--- src/logic/mem_sys_pkg.sv ---
// Processor and main-memory side definitions
// Byte addresses, data words, bank numbers, the controller's memory
// request and the timing of the banked main memory
package mem_sys_pkg;

   // Byte address from the processor
   typedef logic [15:0] addr_t;

   // One data word
   typedef logic [15:0] data_t;

   // Bank number, taken from address bits 2 to 1
   typedef logic [1:0] bank_t;

   // Controller request to main memory
   typedef struct packed {
      logic  rd;
      logic  wr;
      addr_t addr;
      data_t data;
   } mem_req_t;

   // Memory size in words
   localparam int MEM_WORDS = 32768;

   // Word-interleaved banks
   localparam int NUM_BANKS = 4;

   // Cycles a bank stays busy after it accepts an access
   localparam int BANK_BUSY_CYCLES = 4;

   // Read data shows up this many cycles after acceptance
   localparam int MEM_RD_LATENCY = 2;

endpackage
--- src/logic/cache_pkg.sv ---
// Cache side definitions
// Geometry of the direct-mapped cache, the cache request and response
// structs and the controller state encoding
package cache_pkg;

   typedef logic [4:0] tag_t;
   typedef logic [7:0] index_t;
   typedef logic [2:0] offset_t;

   localparam int NUM_LINES      = 256;
   localparam int WORDS_PER_LINE = 4;

   // Request from the controller to the cache arrays
   typedef struct packed {
      logic               enable;
      logic               comp;
      logic               write;
      logic               valid_in;
      tag_t               tag;
      index_t             index;
      offset_t            offset;
      mem_sys_pkg::data_t data;
   } cache_req_t;

   // Response with hit already qualified by valid
   typedef struct packed {
      logic               hit;
      logic               dirty;
      logic               valid;
      tag_t               tag;
      mem_sys_pkg::data_t data;
   } cache_rsp_t;

   typedef enum logic [2:0] {
      IDLE,
      LOOKUP,
      WB_ISSUE,
      WB_WAIT,
      FILL_ISSUE,
      FILL_WAIT,
      ACCESS,
      FINISH
   } ctrl_state_t;

endpackage

--- src/logic/cache_ctrl_fsm.sv ---
// Cache controller FSM
// Checks each processor request, looks it up, writes back a dirty
// victim, refills the line from banked memory and finishes the access
`timescale 1ns/1ps

module cache_ctrl_fsm (
   input  logic                  clk,
   input  logic                  rst_n,
   input  mem_sys_pkg::addr_t    addr,
   input  mem_sys_pkg::data_t    data_in,
   input  logic                  rd,
   input  logic                  wr,
   output cache_pkg::cache_req_t cache_req,
   input  cache_pkg::cache_rsp_t cache_rsp,
   output mem_sys_pkg::mem_req_t mem_req,
   input  mem_sys_pkg::data_t    mem_data,
   input  logic                  mem_stall,
   output logic                  done,
   output logic                  stall,
   output logic                  cache_hit,
   output logic                  err
);

   localparam int WCNT_W = $clog2(cache_pkg::WORDS_PER_LINE);
   localparam logic [WCNT_W-1:0] LAST_WORD = WCNT_W'(cache_pkg::WORDS_PER_LINE - 1);
   localparam int LAT = mem_sys_pkg::MEM_RD_LATENCY;

   cache_pkg::ctrl_state_t state;
   cache_pkg::ctrl_state_t state_nxt;

   cache_pkg::tag_t   req_tag;
   cache_pkg::index_t req_index;
   logic [WCNT_W-1:0] word_cnt;
   logic [WCNT_W-1:0] ret_cnt;
   logic [LAT-1:0]    rd_pipe;
   logic              ret_valid;
   logic              req;
   logic              illegal;
   logic              issue_ok;

   assign req_tag   = addr[15:11];
   assign req_index = addr[10:3];
   assign req       = rd || wr;
   // Both strobes at once or an odd address
   assign illegal   = (rd && wr) || addr[0];
   assign issue_ok  = !mem_stall;
   // Fill word arriving from memory this cycle
   assign ret_valid = rd_pipe[LAT-1];

   assign cache_hit = (state == cache_pkg::LOOKUP) && cache_rsp.hit;
   assign done      = cache_hit || (state == cache_pkg::FINISH);
   assign stall     = (state != cache_pkg::IDLE) && !done;

   always_comb begin
      state_nxt = state;
      case (state)
         cache_pkg::IDLE:
            if (req && !illegal) state_nxt = cache_pkg::LOOKUP;
         cache_pkg::LOOKUP:
            if (cache_rsp.hit) state_nxt = cache_pkg::IDLE;
            else if (cache_rsp.valid && cache_rsp.dirty) state_nxt = cache_pkg::WB_ISSUE;
            else state_nxt = cache_pkg::FILL_ISSUE;
         cache_pkg::WB_ISSUE:
            if (issue_ok) state_nxt = cache_pkg::WB_WAIT;
         // Counter wraps to zero once the whole line is written back
         cache_pkg::WB_WAIT:
            if (word_cnt == '0) state_nxt = cache_pkg::FILL_ISSUE;
            else state_nxt = cache_pkg::WB_ISSUE;
         cache_pkg::FILL_ISSUE:
            if (issue_ok && (word_cnt == LAST_WORD)) state_nxt = cache_pkg::FILL_WAIT;
         cache_pkg::FILL_WAIT:
            if (ret_valid && (ret_cnt == LAST_WORD)) state_nxt = cache_pkg::ACCESS;
         cache_pkg::ACCESS:
            state_nxt = cache_pkg::FINISH;
         default:
            state_nxt = cache_pkg::IDLE;
      endcase
   end

   always_comb begin
      cache_req        = '0;
      cache_req.tag    = req_tag;
      cache_req.index  = req_index;
      cache_req.offset = addr[2:0];
      cache_req.data   = data_in;
      mem_req          = '0;
      case (state)
         cache_pkg::LOOKUP, cache_pkg::ACCESS: begin
            cache_req.enable = 1'b1;
            cache_req.comp   = 1'b1;
            cache_req.write  = wr;
         end
         // Read back the word for data_out
         cache_pkg::FINISH: begin
            cache_req.enable = 1'b1;
            cache_req.comp   = 1'b1;
         end
         // Victim word goes to the address of the stored tag
         cache_pkg::WB_ISSUE: begin
            cache_req.enable = 1'b1;
            cache_req.offset = {word_cnt, 1'b0};
            mem_req.wr       = 1'b1;
            mem_req.addr     = {cache_rsp.tag, req_index, word_cnt, 1'b0};
            mem_req.data     = cache_rsp.data;
         end
         cache_pkg::FILL_ISSUE, cache_pkg::FILL_WAIT: begin
            if (ret_valid) begin
               cache_req.enable   = 1'b1;
               cache_req.write    = 1'b1;
               cache_req.valid_in = 1'b1;
               cache_req.offset   = {ret_cnt, 1'b0};
               cache_req.data     = mem_data;
            end
            if (state == cache_pkg::FILL_ISSUE) begin
               mem_req.rd   = 1'b1;
               mem_req.addr = {req_tag, req_index, word_cnt, 1'b0};
            end
         end
         default: ;
      endcase
   end

   always_ff @(posedge clk or negedge rst_n) begin
      if (!rst_n) begin
         state    <= cache_pkg::IDLE;
         word_cnt <= '0;
         ret_cnt  <= '0;
         rd_pipe  <= '0;
         err      <= 1'b0;
      end else begin
         state   <= state_nxt;
         err     <= (state == cache_pkg::IDLE) && req && illegal;
         // Tracks fill reads in flight
         rd_pipe <= {rd_pipe[LAT-2:0], (state == cache_pkg::FILL_ISSUE) && issue_ok};
         if (state == cache_pkg::IDLE) begin
            word_cnt <= '0;
            ret_cnt  <= '0;
         end else begin
            if ((state == cache_pkg::WB_ISSUE || state == cache_pkg::FILL_ISSUE) && issue_ok) begin
               word_cnt <= word_cnt + 1'b1;
            end
            if (ret_valid) begin
               ret_cnt <= ret_cnt + 1'b1;
            end
         end
      end
   end

endmodule

--- config.mk ---
export PLATFORM = sky130hd
export DESIGN_NAME = cache_ctrl_fsm
export DESIGN_NICKNAME = d
export VERILOG_FILES = /design/src/logic/mem_sys_pkg.sv /design/src/logic/cache_pkg.sv /design/src/logic/cache_ctrl_fsm.sv
export SDC_FILE = /design/constraint.sdc
export NUM_CORES = 1
export LEC_CHECK = 0
export BUFFER_PORTS_ARGS = -buffer_cell sky130_fd_sc_hd__buf_2
export CORE_ASPECT_RATIO = 0.75
export CORE_MARGIN = 4
export CORE_UTILIZATION = 36
export CTS_BUF_LIST = sky130_fd_sc_hd__clkbuf_16
export CTS_CLUSTER_DIAMETER = 40
export CTS_CLUSTER_SIZE = 12
export DETAILED_ROUTE_END_ITERATION = 8
export PLACE_DENSITY = 0.95
export RECOVER_POWER = 50
export SLEW_MARGIN = 20
export SYNTH_ARGS = -nofsm -noshare
export SYNTH_HDL_FRONTEND = slang
export SYNTH_SLANG_ARGS = --single-unit
export TNS_END_PERCENT = 10
--- constraint.sdc ---
create_clock -name clk -period 4 [get_ports clk]
set_input_delay 1.2 -clock clk [delete_from_list [all_inputs] [get_ports clk]]
set_output_delay 1.2 -clock clk [all_outputs]
set_load 0.03 [all_outputs]
# ---- Word level (Yosys, flattened, before mapping)
# Index checks and enable logic that the tools add are counted.
# W data, S select, Z words.
dict set report op_classes {
  n_eq_ne 13
  n_mux 27
  n_reduce_logical 28
  addsub 2
}
# operator count
set op_table {}
lappend op_table {{$mux W16} 3}
lappend op_table {{$pmux W16 S2} 1}
lappend op_table {{$mux W3} 7}
lappend op_table {{$pmux W3 S7} 1}
lappend op_table {{$mux W19} 1}
lappend op_table {{$eq A3 B3 Y1 const B} 4}
lappend op_table {{$logic_and A1 B1 Y1} 11}
lappend op_table {{$mux W2} 5}
lappend op_table {{$ne A2 B2 Y1 const B} 4}
lappend op_table {{$eq A3 B2 Y1 const B} 2}
lappend op_table {{$mux W1} 6}
lappend op_table {{$pmux W3 S2} 1}
lappend op_table {{$add A2 B1 Y2 const B} 2}
lappend op_table {{$eq A2 B2 Y1 const B} 2}
lappend op_table {{$logic_or A1 B1 Y1} 4}
lappend op_table {{$pmux W1 S2} 2}
lappend op_table {{$reduce_and A4 Y1} 1}
lappend op_table {{$reduce_bool A2 Y1} 2}
lappend op_table {{$reduce_or A2 Y1} 2}
lappend op_table {{$reduce_or A4 Y1} 1}
lappend op_table {{$eq A3 B1 Y1 const B} 1}
lappend op_table {{$logic_not A1 Y1} 3}
lappend op_table {{$logic_not A3 Y1} 1}
lappend op_table {{$reduce_bool A3 Y1} 1}
lappend op_table {{2 further kinds} 2}
dict set report word_totals {
  input_bits 77
  ff_bits 10
  elab_cells 75
}

# ---- Depth between registers and ports, before layout
dict set report depth {
  word_depth 6
  ltp_mapped 6
  mapped_depth_nobuf 5
}

# ---- Worst setup path after synthesis
# Ideal clock, no wire load.
dict set report synth_path {
  path_type {in2out}
  start {input port wr}
  end {output port cache_req[33] in the netlist's numbering}
  stages 2
  arrival_ns 2.029
  setup_slack_ns 0.771
  cell_sequence {nand2_1 o32ai_1}
}
# item line_no
set synth_rtl {}
lappend synth_rtl {{start, declared} cache_ctrl_fsm.sv:12} ;# input logic wr,
lappend synth_rtl {{end, declared} cache_ctrl_fsm.sv:13} ;# output cache_pkg::cache_req_t cache_req,

==> impl_metrics.json <==
{
  "grt_antenna_before_repair": 0,
  "post_cts_buffers": 0,
  "coreArea_mm2": 0.00329,
  "syn_area_per_cell_um2": 6.72,
  "grtUsageTotal": 0.184,
  "reg2regPathDepth": 5,
  "yosysMostFrequentCell": "nand2_1",
  "r2r_end": "word_cnt[1]",
  "synth_seq_cells": 10,
  "wl_per_cell_um": 12.9,
  "stdcell_count": 354,
  "worstPathRequired_ns": 2.80,
  "clk_latency_ns": 0.24,
  "synth_nets": 264,
  "dr.pass1.iters": 4,
  "powerDensity_mw_per_mm2": 738,
  "yosys_warnings": 0,
  "report.final.slew_viol_count": 0,
  "numCtsBuffers": 3,
  "cts_resized": 0,
  "ioPinCount": 151,
  "fill_cells": 319,
  "crit_path_top_delay_cell": "dfrtp_1",
  "cp-startpoint": "state[2]",
  "arrival_ns": 2.22,
  "die_height_um": 58.8,
  "clockPowerShare": 0.124,
  "status": "completed",
  "die_width_um": 75.7,
  "synth_ff_type": "dfrtp_1",
  "synth.area.top_cells": "dfrtp_1 (20%), nand2_1 (18%), and2_1 (13%)",
  "p_seq_frac": 0.162,
  "hold_class": "reg -> reg",
  "max_stage_delay_ns": 0.54,
  "gp_congestion": 0.810,
  "cts_max_level": 1,
  "grt_pass1_wl_um": 6420,
  "rows": 18,
  "grt_max_degree": 25,
  "cts.sinks": 10,
  "nets": 396,
  "fin_util": 0.583,
  "antenna_left": 0,
  "yosysUniqueCellTypes": 37,
  "synth_top_cells_by_count": "nand2_1 (60), and2_1 (25), buf_4 (15)",
  "switching_share": 0.582,
  "min_period_ns": 3.42,
  "finClkSkew_ns": 0.00403,
  "ir_drop_v": 0.000372,
  "setup.worst_path.end": "cache_req[17]",
  "preCtsSetupSlack_ns": 0.894,
  "syn-cell-area_mm2": 0.00124,
  "clockBufferDepth": 2,
  "critPathTopFamily": "buffers and inverters",
  "via_per_inst": 4.62,
  "hpwl_um": 3750,
  "insertedDiodeCount": 0,
  "finalCritPeriodShare": 0.855,
  "floorplan.initialDensity": 0.376,
  "reg2reg_slack_ns": 2.26,
  "dp.cells": 351,
  "hold_violations": 0,
  "die_area_mm2": 0.00445,
  "drt-initial-drc-count": 27,
  "p_switching_uw": 823,
  "cp_num_cells": 6,
  "cts-root-buf": "clkbuf_16",
  "crit_chain": "nand3b_1, buf_4, clkinv_1, a22oi_1, nand2_1, buf_2",
  "crit_buf_inv": 3,
  "p_int_uw": 592,
  "port_buffers": 149,
  "worst_pin_slew_ns": 0.605,
  "setup_slack_ns": 0.580,
  "netlist_instances": 184,
  "synthArstFlopShare": 1.00,
  "slew_headroom": 0.597,
  "cts_hold_buf": 0,
  "cp-end-kind": "primary output",
  "max_freq_ghz": 0.292,
  "setup_tns_ns": 0,
  "drc_errors": 0,
  "yosysTopAreaCellShare": 0.202,
  "setup_viol": 0,
  "routed_wirelength_um": 4570,
  "grt_pass1_vias": 1418,
  "grt.overflow.total": 0,
  "grt_setup_unrepaired": "false",
  "cts_tree": "yes",
  "r2r_start": "word_cnt[0]",
  "power.leakage_nw": 1.14,
  "path_class": "reg -> out",
  "num_vias": 1637,
  "synth-edff-count": 0,
  "ys_seq_area_frac": 0.202,
  "drive_above_1_share": 0.408,
  "maxCapViolations": 0,
  "clkTransAtPathRegs_ns": 0.04,
  "cp_max_fo": 21,
  "syn_to_final_growth_pct": 55.2,
  "cp-start-kind": "flop",
  "synth_top_cell_by_area": "dfrtp_1",
  "combPwrFrac": 0.714
}
[through the flow]
step                total power [mW]  hold WS, ns  area [µm²]
floorplan                      0.985        0.331        1240
global placement                1.24        0.341        1880
detailed placement              1.26        0.350        1880
CTS                             1.44        0.356        1960
global route                    1.51        0.353        1920
finish                          1.41        0.348        1920
[cell type report]
class                           count  area, µm²  area share
Multi-Input combinational cell    145        793       0.414
Timing Repair Buffer              151        726       0.378
Sequential cell                    10        250       0.130
Clock buffer                        3       75.1      0.0391
Tap cell                           40       50.0      0.0261
Inverter                            5       23.8      0.0124
[cells by family (layout without fill, tap and decap cells)]
family | Yosys count | in the layout | synth area share
AOI/OAI and AO/OA | 25 | 25 | 0.145
buffers and inverters | 29 | 159 | 0.154
xor gates and xnor gates | 3 | 3 | 0.0213
other | 1 | 1 | 0.00303
muxes | 1 | 1 | 0.00810
adders and majority gates | 4 | 4 | 0.0385
and+or+nand+nor | 111 | 111 | 0.428
DFF | 10 | 10 | 0.202
[layout by cell type, fill, tap and decap left out, types with 2 or more instances in the layout]
cell	synthesis	routed
nor2b_1	4	4
and3_1	3	3
o21ai_0	4	4
ha_1	3	3
nor2_1	5	5
clkbuf_16	0	3
buf_4	15	2
buf_2	4	121
a22oi_1	2	2
inv_1	3	3
a21oi_1	3	3
clkbuf_1	2	28
a22o_1	5	5
o22a_1	2	2
a31oi_1	3	3
nand2b_1	2	2
and2_1	25	25
nand4_1	2	2
a21boi_0	2	2
nand2_1	60	60
dfrtp_1	10	10
nand3_1	2	2
xnor2_1	3	3
nor3_1	5	5
[state kept, by name (all words and copies together) (netlist names)]
register,count
state,3
rd_pipe,2
ret_cnt,2
word_cnt,2
err,1
[worst min-delay path by stage]
stage          startpoint         end  slack (ns)  cells after the start
3_3_place_gp   rd_pipe[0]  rd_pipe[1]        0.34                      0
3_5_place_dp   rd_pipe[0]  rd_pipe[1]        0.35                      0
2_1_floorplan  rd_pipe[0]  rd_pipe[1]        0.33                      0
5_1_grt        rd_pipe[0]  rd_pipe[1]        0.35                      0
6_report       rd_pipe[0]  rd_pipe[1]        0.35                      0
4_1_cts        rd_pipe[0]  rd_pipe[1]        0.36                      0
[per-layer routing]
layer	track usage	share of wire
met5	0	0
met4	0.0449	0.0068
met3	0.0341	0.088
met2	0.338	0.51
met1	0.218	0.40
[power groups by stage]
stage          registers, mW  logic [mW]  clock network, mW
3_3_place_gp           0.227        1.02                  0
3_5_place_dp           0.230        1.03                  0
4_1_cts                0.229        1.03              0.177
5_1_grt                0.239        1.09              0.180
2_1_floorplan          0.184       0.801                  0
6_report               0.229        1.01              0.175
[worst reg2reg max path: stages, from the launching register on]
cell,delay (ns)
dfrtp_1,0.44
inv_1,0.09
ha_1,0.28
or2_2,0.27
maj3_1,0.36
o22a_1,0.18
Note: power is estimated with default switching activity, not from simulation.
